==> src/include/regval_settings.svh <==
// sizing macros of the register-valid scoreboard, included by the package and every RTL module
`ifndef REGVAL_SETTINGS_SVH
`define REGVAL_SETTINGS_SVH

// ==========================================================================
// scoreboard dimensions
// ==========================================================================

// number of architectural registers tracked by the scoreboard
`define REGVAL_AREGS 8
// instructions queued per cycle by the front end
`define REGVAL_QSLOTS 3
// result ports coming back from the ROB each cycle
`define REGVAL_CPORTS 3
// width of a ROB tag, so sixteen entries in flight
`define REGVAL_TAG_W 4
// width of an architectural register index
`define REGVAL_REG_W 3

`endif
==> src/rtl/regval_pkg.sv <==
// shared vector types and packed structs of the register-valid scoreboard, imported by RTL and bench
`include "regval_settings.svh"

package regval_pkg;

	// ======================================================================
	// plain vectors with a meaning
	// ======================================================================

	// names one architectural register
	typedef logic [`REGVAL_REG_W-1:0] reg_idx_t;

	// names one producing instruction in the ROB
	typedef logic [`REGVAL_TAG_W-1:0] rob_tag_t;

	// one bit per architectural register
	typedef logic [`REGVAL_AREGS-1:0] reg_mask_t;

	// ======================================================================
	// bundles that travel together
	// ======================================================================

	// one instruction in a queue slot of the current group
	typedef struct packed {
		logic     v;
		logic     rfw;
		reg_idx_t rd;
		rob_tag_t tag;
		reg_idx_t rs1;
		reg_idx_t rs2;
	} slot_t;

	// one result reported on a commit port
	typedef struct packed {
		logic     v;
		logic     rfw;
		reg_idx_t tgt;
		rob_tag_t id;
	} commit_t;

	// the winning claim on one register in this cycle
	typedef struct packed {
		logic     hit;
		rob_tag_t tag;
	} claim_t;

	// the answer to one operand lookup
	// tag only matters while ready is low
	typedef struct packed {
		logic     ready;
		rob_tag_t tag;
	} operand_t;

endpackage

==> src/rtl/regval_top.sv <==
// top level of the register-valid scoreboard, joining the claim decoder, the trackers and the lookups
`timescale 1ns/1ns
`include "regval_settings.svh"

module regval_top (
	input  logic                  clk,
	input  logic                  rst,
	input  regval_pkg::slot_t     slots [`REGVAL_QSLOTS],
	input  regval_pkg::commit_t   commits [`REGVAL_CPORTS],
	input  regval_pkg::reg_mask_t livetarget,
	input  logic                  branchmiss,
	output regval_pkg::reg_mask_t rf_v,
	output regval_pkg::reg_mask_t reg_is_valid,
	output regval_pkg::operand_t  operands [2*`REGVAL_QSLOTS]
);
	import regval_pkg::*;

	// winning claim on each register in this cycle
	claim_t claims [`REGVAL_AREGS];

	// per-tracker outputs before they are packed into masks
	logic trk_valid [`REGVAL_AREGS];
	logic trk_adv [`REGVAL_AREGS];

	// recorded producer of every register
	rob_tag_t rf_source [`REGVAL_AREGS];

	// ==========================================================================
	// claim decode
	// ==========================================================================

	dispatch_decode i_dispatch_decode (
		.slots      (slots),
		.branchmiss (branchmiss),
		.claims     (claims)
	);

	// ==========================================================================
	// one tracker per architectural register
	// ==========================================================================

	// each tracker sees every commit port and picks out its own target
	for (genvar n = 0; n < `REGVAL_AREGS; n++) begin : g_track
		reg_track #(
			.REG_INDEX (n)
		) i_reg_track (
			.clk        (clk),
			.rst        (rst),
			.claim      (claims[n]),
			.commits    (commits),
			.branchmiss (branchmiss),
			.live       (livetarget[n]),
			.valid      (trk_valid[n]),
			.valid_adv  (trk_adv[n]),
			.source     (rf_source[n])
		);
	end

	// gather the tracker bits into the registered and advance valid vectors
	always_comb begin
		for (int n = 0; n < `REGVAL_AREGS; n++) begin
			rf_v[n]         = trk_valid[n];
			reg_is_valid[n] = trk_adv[n];
		end
	end

	// ==========================================================================
	// operand lookups
	// ==========================================================================

	// lookups use the advance vector so a matching commit in this cycle
	// already makes the operand ready
	operand_lookup i_operand_lookup (
		.slots      (slots),
		.branchmiss (branchmiss),
		.reg_valid  (reg_is_valid),
		.sources    (rf_source),
		.operands   (operands)
	);

endmodule

==> src/rtl/operand_lookup.sv <==
// answers the two source lookups of every queue slot from the trackers and the same-group writers
`timescale 1ns/1ns
`include "regval_settings.svh"

module operand_lookup (
	input  regval_pkg::slot_t     slots [`REGVAL_QSLOTS],
	input  logic                  branchmiss,
	input  regval_pkg::reg_mask_t reg_valid,
	input  regval_pkg::rob_tag_t  sources [`REGVAL_AREGS],
	output regval_pkg::operand_t  operands [2*`REGVAL_QSLOTS]
);
	import regval_pkg::*;

	// source register of every lookup, slot-major with rs1 before rs2
	reg_idx_t src_reg [2*`REGVAL_QSLOTS];

	// slot s writes a register and may feed a younger slot of the group
	logic [`REGVAL_QSLOTS-1:0] group_wr;

	// per lookup, the earlier slots that write its source register
	logic [`REGVAL_QSLOTS-1:0] fwd_hit [2*`REGVAL_QSLOTS];

	// ==========================================================================
	// lookup list and writer qualification
	// ==========================================================================

	always_comb begin
		for (int s = 0; s < `REGVAL_QSLOTS; s++) begin
			src_reg[2*s]   = slots[s].rs1;
			src_reg[2*s+1] = slots[s].rs2;
			// during a branch miss the group is dropped, so nothing forwards
			group_wr[s]    = slots[s].v && slots[s].rfw && !branchmiss;
		end
	end

	// a lookup of slot k/2 may only see slots that are older than itself
	always_comb begin
		for (int k = 0; k < 2*`REGVAL_QSLOTS; k++) begin
			for (int s = 0; s < `REGVAL_QSLOTS; s++) begin
				fwd_hit[k][s] = (s < k/2) && group_wr[s] &&
					(slots[s].rd == src_reg[k]);
			end
		end
	end

	// ==========================================================================
	// result selection
	// ==========================================================================

	// start from the tracker, using the advance valid so that a commit in
	// this cycle already counts, then let each earlier writer override it
	// from oldest to youngest so the youngest writer's tag is kept
	always_comb begin
		for (int k = 0; k < 2*`REGVAL_QSLOTS; k++) begin
			operands[k].ready = reg_valid[src_reg[k]];
			operands[k].tag   = sources[src_reg[k]];
			for (int s = 0; s < `REGVAL_QSLOTS; s++) begin
				if (fwd_hit[k][s]) begin
					operands[k].ready = 1'b0;
					operands[k].tag   = slots[s].tag;
				end
			end
		end
	end

	// the lookups of slot 0 never forward since no older slot exists

	// the lookup is answered whether or not the slot is valid, and the
	// consumer is expected to ignore the results of empty slots

	// the source tag is passed through even when ready is high, where it
	// just names the last producer of the register

endmodule

==> src/rtl/reg_track.sv <==
// valid bit and producer tag of one architectural register, instantiated once per register
`timescale 1ns/1ns
`include "regval_settings.svh"

module reg_track #(
	parameter int REG_INDEX = 0
) (
	input  logic                 clk,
	input  logic                 rst,
	input  regval_pkg::claim_t   claim,
	input  regval_pkg::commit_t  commits [`REGVAL_CPORTS],
	input  logic                 branchmiss,
	input  logic                 live,
	output logic                 valid,
	output logic                 valid_adv,
	output regval_pkg::rob_tag_t source
);
	import regval_pkg::*;

	// commit port p targets this register with a register write
	logic [`REGVAL_CPORTS-1:0] cm_hit;

	// commit port p carries the tag of the current producer
	logic [`REGVAL_CPORTS-1:0] cm_match;

	// state to be loaded at the next edge
	logic     valid_next;
	rob_tag_t source_next;

	// ==========================================================================
	// commit selection
	// ==========================================================================

	// the producer of this register may have been replaced by a newer claim
	// after the result went onto the commit bus, so the id has to match the
	// recorded source before the register can be made valid
	always_comb begin
		for (int p = 0; p < `REGVAL_CPORTS; p++) begin
			cm_hit[p]   = commits[p].v && commits[p].rfw &&
				(commits[p].tgt == reg_idx_t'(REG_INDEX));
			cm_match[p] = (commits[p].id == source);
		end
	end

	// ==========================================================================
	// advance valid, used by the read-through register file
	// ==========================================================================

	// hold, then branch-miss restore, then the commit ports in order
	// a later port overrides the result of an earlier one
	always_comb begin
		valid_adv = valid;
		if (branchmiss && !live) begin
			valid_adv = 1'b1;
		end
		for (int p = 0; p < `REGVAL_CPORTS; p++) begin
			// only a register that is not valid at the start of the cycle listens
			if (cm_hit[p] && !valid) begin
				valid_adv = cm_match[p];
			end
		end
	end

	// ==========================================================================
	// next state and storage
	// ==========================================================================

	// a claim in this cycle wins over any restore or commit result
	always_comb begin
		valid_next  = valid_adv;
		source_next = source;
		if (claim.hit) begin
			valid_next  = 1'b0;
			source_next = claim.tag;
		end
	end

	// out of reset every register is valid and owned by tag zero
	always_ff @(posedge clk) begin
		if (rst) begin
			valid  <= 1'b1;
			source <= '0;
		end else begin
			valid  <= valid_next;
			source <= source_next;
		end
	end

endmodule

==> src/rtl/dispatch_decode.sv <==
// turns the queued slots of one cycle into a single claim per register, the latest slot winning
`timescale 1ns/1ns
`include "regval_settings.svh"

module dispatch_decode (
	input  regval_pkg::slot_t  slots [`REGVAL_QSLOTS],
	input  logic               branchmiss,
	output regval_pkg::claim_t claims [`REGVAL_AREGS]
);
	import regval_pkg::*;

	// a slot takes over its destination only when it holds a writing instruction
	// and no branch miss is flushing this group
	logic [`REGVAL_QSLOTS-1:0] slot_wr;

	// one-hot decode of every slot's destination, already qualified by slot_wr
	reg_mask_t rd_hit [`REGVAL_QSLOTS];

	// ==========================================================================
	// per-slot write qualification and destination decode
	// ==========================================================================

	always_comb begin
		for (int s = 0; s < `REGVAL_QSLOTS; s++) begin
			slot_wr[s] = slots[s].v && slots[s].rfw && !branchmiss;
		end
	end

	always_comb begin
		for (int s = 0; s < `REGVAL_QSLOTS; s++) begin
			rd_hit[s] = '0;
			for (int r = 0; r < `REGVAL_AREGS; r++) begin
				// compare against the register index as a full reg_idx_t
				if (slots[s].rd == reg_idx_t'(r)) begin
					rd_hit[s][r] = slot_wr[s];
				end
			end
		end
	end

	// ==========================================================================
	// claim selection per register
	// ==========================================================================

	// the slots are scanned from oldest to youngest, so a later hit simply
	// overwrites an earlier one and the highest slot number wins
	always_comb begin
		for (int r = 0; r < `REGVAL_AREGS; r++) begin
			claims[r].hit = 1'b0;
			claims[r].tag = '0;
			for (int s = 0; s < `REGVAL_QSLOTS; s++) begin
				if (rd_hit[s][r]) begin
					claims[r].hit = 1'b1;
					claims[r].tag = slots[s].tag;
				end
			end
		end
	end

	// with branchmiss high every slot_wr bit is low, so no register is claimed
	// and the trackers can ignore branchmiss when they look at a claim

	// an unclaimed register carries a zero tag, which the tracker never
	// loads because hit is low

	// a slot that is valid but does not write a register never claims,
	// even though its rd field may hold any value

endmodule

==> config.mk <==
export PLATFORM = sky130hd
export DESIGN_NAME = regval_top
export DESIGN_NICKNAME = d
export VERILOG_FILES = /design/src/rtl/regval_pkg.sv /design/src/rtl/regval_top.sv /design/src/rtl/operand_lookup.sv /design/src/rtl/reg_track.sv /design/src/rtl/dispatch_decode.sv
export VERILOG_INCLUDE_DIRS = /design/src /design/src/include
export SDC_FILE = /design/constraint.sdc
export NUM_CORES = 1
export LEC_CHECK = 0
export BUFFER_PORTS_ARGS = -buffer_cell sky130_fd_sc_hd__buf_4
export CAP_MARGIN = 10
export CORE_UTILIZATION = 30
export CTS_CLUSTER_SIZE = 25
export DETAILED_ROUTE_END_ITERATION = 7
export PLACE_DENSITY = 0.6
export SETUP_SLACK_MARGIN = 0.2
export SYNTH_ARGS = -nofsm -noshare
export SYNTH_HDL_FRONTEND = slang
export SYNTH_SLANG_ARGS = --single-unit
==> constraint.sdc <==
create_clock -name clk -period 2.9 [get_ports clk]
set_input_delay 0.435 -clock clk [delete_from_list [all_inputs] [get_ports clk]]
set_output_delay 0.435 -clock clk [all_outputs]
set_load 0.03 [all_outputs]
# Yosys cells after proc, flatten, opt, wreduce, memory -nomap -nowiden
# Index checks and enable logic that the tools add are counted.
dict set report op_classes {
  n_bitwise 6
  mux 124
  n_lt_le_gt_ge 12
  reduce_logical 94
  eq_ne 72
}
# op n
set op_table {}
lappend op_table {{5-bit 2-to-1 mux} 30}
lappend op_table {{4-bit equality test} 24}
lappend op_table {{4-bit binary-select mux with 3-bit select} 6}
lappend op_table {{3-bit equality test (second input constant)} 24}
lappend op_table {{1-bit logical AND} 71}
lappend op_table {{1-bit 2-to-1 mux} 70}
lappend op_table {{4-bit 2-to-1 mux} 12}
lappend op_table {{3-bit by 2-bit equality test with 1-bit output (second input constant)} 12}
lappend op_table {{4-bit >= comparator (second input constant)} 6}
lappend op_table {{3-bit by 4-bit less-than comparator with 1-bit output (second input constant)} 6}
lappend op_table {{3-bit inverter with 4-bit output} 6}
lappend op_table {{1-bit binary-select mux with 3-bit select} 6}
lappend op_table {{3-bit by 1-bit equality test with 1-bit output (second input constant)} 6}
lappend op_table {{3-bit equality test} 6}
lappend op_table {{3-bit logical NOT} 6}
lappend op_table {{1-bit logical NOT} 17}
dict set report totals {
  register_bits 40
  out_inout_bits 46
  wordCells 324
}

# Longest topological paths before layout
dict set report logic_depth {
  word_depth 10
  mapped_depth 7
  mapped_depth_nobuf 6
}

# Modules after synthesis
# A second synthesis with hierarchy kept.
dict set report hier_totals {
  hier_cells 741
  hier_area_um2 6713.9
}
# mod cells_each seq_area_each_um2 area_per_inst_um2 instances
set modules_own_cells {}
lappend modules_own_cells {operand_lookup 177 0.0 2301.0 1}
lappend modules_own_cells {dispatch_decode 216 0.0 1375.1 1}
lappend modules_own_cells {{reg_track (g_track[5].i_reg_track ...)} 43 100.1 396.6 2}
lappend modules_own_cells {{reg_track (g_track[1].i_reg_track ...)} 43 100.1 371.6 2}
lappend modules_own_cells {{reg_track (g_track[4].i_reg_track)} 44 100.1 381.6 1}
lappend modules_own_cells {{reg_track (g_track[3].i_reg_track)} 44 100.1 376.6 1}
lappend modules_own_cells {{reg_track (g_track[7].i_reg_track)} 45 100.1 376.6 1}
lappend modules_own_cells {{reg_track (g_track[0].i_reg_track)} 43 100.1 366.6 1}

# Least setup slack after synthesis
# Ideal clock, no wire load.
dict set report synth_timing {
  kind {input-to-output}
  startpoint {input slots[2] (netlist name)}
  endpoint {output operands[0] (netlist name)}
  required_ps 2465
  path_stages 5
  t_arrival_ps 2327
  setup_slack_ps 138
  path_cell_list {clkbuf_1 > xor2_1 > nor4_2 > a21oi_1 > o21ai_0}
}
# item line_no
set synth_lines {}
lappend synth_lines {{start, declared} regval_top.sv:8} ;# input regval_pkg::slot_t slots [`REGVAL_QSLOTS],
lappend synth_lines {{end, declared} regval_top.sv:14} ;# output regval_pkg::operand_t operands [2*`REGVAL_QSLOTS]

==> flow_metrics.py <==
metrics = {
    "cts": {
        "ctsRootBufferMaster": "clkbuf_16",
        "clockBufferDepth": 2,
        "cts_buffers": 5,
        "clk_pin_slew_ns": 0.06,
        "cts_tree": "done",
        "clock_sinks": 40,
        "htreeDepth": 2,
        "clock_latency_ns": 0.28,
    },
    "finish": {
        "area_delta_synth_final_pct": 27.7,
        "antenna_cells": 0,
        "drive_above_1_share_pct": 41.7,
        "instances_no_fill": 1112,
        "num-fill-cells": 2027,
        "final_util_pct": 39.5,
        "fin_nets": 924,
    },
    "sta": {
        "hold_viol_final": 0,
        "skew_ns": 0.00387,
        "finalCriticalPeriod_ns": 2.87,
        "worstMarginPinSlew_ns": 0.736,
        "setup_viol": 0,
        "rsz0062_at_grt": "true",
        "min_period_over_period_pct": 99.1,
        "report.final.slew_viol_count": 0,
        "slew-limit-headroom_pct": 50.9,
        "timing.fmax_mhz": 348,
    },
    "worst_setup_path": {
        "r2r_cells": 7,
        "startpoint_type": "flip-flop",
        "cp-end-kind": "primary output",
        "arrival_ns": 2.44,
        "crit_type": "flip-flop to primary output",
        "crit_required_ns": 2.47,
        "crit_fanout": 8,
    },
    "placement": {
        "dp_cells": 1089,
        "portBuffers": 128,
        "gp_congestion": 0.962,
        "hpwl_um": 19300,
    },
    "yosys": {
        "synth_mux_area_share_pct": 26.1,
        "synthesis.nets": 819,
        "synth_common_cells": "xor2_1, nor2_1, mux4_2, nand2_1, xnor2_1",
        "synth_top_family_by_area": "multiplexers",
        "async_flop_share_pct": 0,
        "synth_xor_area_share_pct": 15.7,
        "synth-main-ff-cell": "dfxtp_1",
        "synthAdderAreaFrac_pct": 0,
        "yosys_register_bits": 40,
        "synth_cell_type_count": 49,
        "synth_area_leaders": "mux4_2, dfxtp_1, xor2_1, xnor2_1, mux4_1",
        "synth_edf_count": 0,
        "syn_area_per_cell_um2": 8.62,
        "yosysWarnings": 0,
        "netlist.top_cell.by_area": "mux4_2",
        "synth_compound_area_share_pct": 17.2,
        "syn_area_mm2": 0.00634,
        "seq_area_frac_synth_pct": 12.6,
        "synth.top_cell.area_share_pct": 17.7,
        "postSynthCellCount": 736,
        "synth.most_common_cell": "xor2_1",
        "yosys.area_share.simple_pct": 17.8,
    },
    "drt": {
        "vias": 6672,
        "ant_nets": 0,
        "drt_wl_total_um": 25700,
        "viasPerCell": 6.00,
        "drc": 0,
        "wl_per_cell_um": 23.1,
        "drtPass1Iterations": 5,
        "drtIter0Drc": 697,
    },
    "global_route": {
        "grt_overflow_total": 0,
        "antenna_found_initial": 0,
        "grt_max_degree": 30,
        "grt_pass1_wl_um": 37800,
        "grt_use_total_pct": 22.9,
        "grt_pass1_vias": 6269,
    },
    "floorplanning": {
        "pin_count": 129,
        "die_area_mm2": 0.0217,
        "core_mm2": 0.0205,
        "die_y_um": 147,
        "rows": 52,
        "die_w_um": 147,
        "start_util_pct": 31.0,
    },
    "run_status": {
        "status": "completed",
    },
    "worst_hold_path": {
        "worstHoldPathCells": 2,
        "hold_class": "input port to flip-flop",
    },
    "power_and_ir_drop": {
        "power_density_mw_per_mm2": 257,
        "leakagePower_nw": 3.19,
        "ir_drop_uv": 239,
    },
    "job": {
        "maxCapViolations": 0,
    },
}
## cell families (layout without fill, tap and decap cells)
group / count (synthesis) / in the layout
compound gates: 162 / 162
xor+xnor: 114 / 114
buf+inv: 116 / 222
flops: 40 / 40
mux: 86 / 86
simple gates: 218 / 218
## registers in the layout (all words and copies together), names as in the netlist
name and count:
g_track.i_reg_track.source 32, g_track.i_reg_track.valid 8
## cell usage in the layout (no fill, tap or decap), types with 5 or more instances in the layout
| master | n |
|---|---|
| mux4_2 | 54 |
| nand4_1 | 15 |
| dfxtp_4 | 13 |
| o21ai_1 | 8 |
| a21oi_1 | 36 |
| o32ai_4 | 5 |
| and3_1 | 5 |
| and2_1 | 5 |
| nand3_1 | 17 |
| nor3_1 | 11 |
| nand2b_1 | 6 |
| mux2i_1 | 16 |
| buf_4 | 192 |
| xor2_1 | 65 |
| nor2_1 | 56 |
| mux2_2 | 8 |
| nor4_2 | 14 |
| nor2b_1 | 14 |
| o22ai_1 | 20 |
| inv_1 | 17 |
| clkbuf_16 | 5 |
| xnor2_1 | 41 |
| dfxtp_2 | 17 |
| o21ai_0 | 36 |
| dfxtp_1 | 10 |
| o221a_2 | 5 |
| a221o_1 | 9 |
| buf_6 | 5 |
| nand2_1 | 48 |
| a211oi_2 | 8 |
| mux4_1 | 6 |
| xnor2_2 | 6 |
| a211oi_1 | 16 |
## report_power, final
| part | switching (mW) | internal, mW | total, mW |
|---|---|---|---|
| Clock | 0.219 | 0.405 | 0.624 |
| Combinational | 0.474 | 0.378 | 0.852 |
| Sequential | 0.0434 | 0.562 | 0.606 |
| Total | 0.737 | 1.35 | 2.08 |
## metal layers
metal  global-route usage, %  vias up  routed length [µm]
li1                        -     2933                   -
met1                    31.6     3207               10600
met2                    34.9      451               11200
met3                    4.69       81                2800
met4                    9.23        0                1100
met5                       0        -                   0
## area by class of cell
type | instances | area, µm² | area share, %
inverter | 17 | 63.8 | 0.788
timing repair buffer | 197 | 1500 | 18.5
clock buffer | 6 | 129 | 1.59
clock inverter | 2 | 35.0 | 0.432
multi-input combinational | 580 | 5170 | 63.8
sequential | 40 | 871 | 10.7
tap | 270 | 338 | 4.17
## critical path: stages (launching register included)
cell     delay, ns
dfxtp_2       0.38
xor2_1        0.19
nor4_2        0.31
a221o_1       0.19
o32ai_1       0.07
buf_4         0.18
mux4_2        0.48
mux2i_2       0.18
buf_4         0.19
## repair_timing
| action | CTS | global route |
|---|---|---|
| hold buffers | 0 | 0 |
| setup buffers | 6 | 9 |
| pin swaps | 14 | 23 |
| setup endpoints to repair | 8 | 9 |
| gates resized for setup | 52 | 43 |
## through the flow
stage	hold WS [ns]	power, mW	setup TNS (ns)	area, µm²	setup slack (ns)
6_report	0.419	2.08	0	8100	0.0274
5_1_grt	0.426	2.16	-0.0139	8100	-0.0139
4_1_cts	0.414	2.05	0	7820	0.0141
3_5_place_dp	0.541	1.40	-1.09	7450	-0.194
3_3_place_gp	0.534	1.40	-0.978	7450	-0.176
2_1_floorplan	0.558	1.13	0	6350	0.217
## final timing paths
| kind | startpoint | to | slack, ns |
|---|---|---|---|
| hold / removal | rst | g_track[6].i_reg_track.source[3] | 0.42 |
| setup reg to reg | g_track[6].i_reg_track.source[2] | g_track[6].i_reg_track.valid | 0.93 |
| setup / recovery | g_track[5].i_reg_track.source[1] | operands[24] | 0.03 |
| hold reg to reg | g_track[0].i_reg_track.source[2] | g_track[0].i_reg_track.source[2] | 0.51 |
No activity file was read; power rests on OpenSTA's default activity.
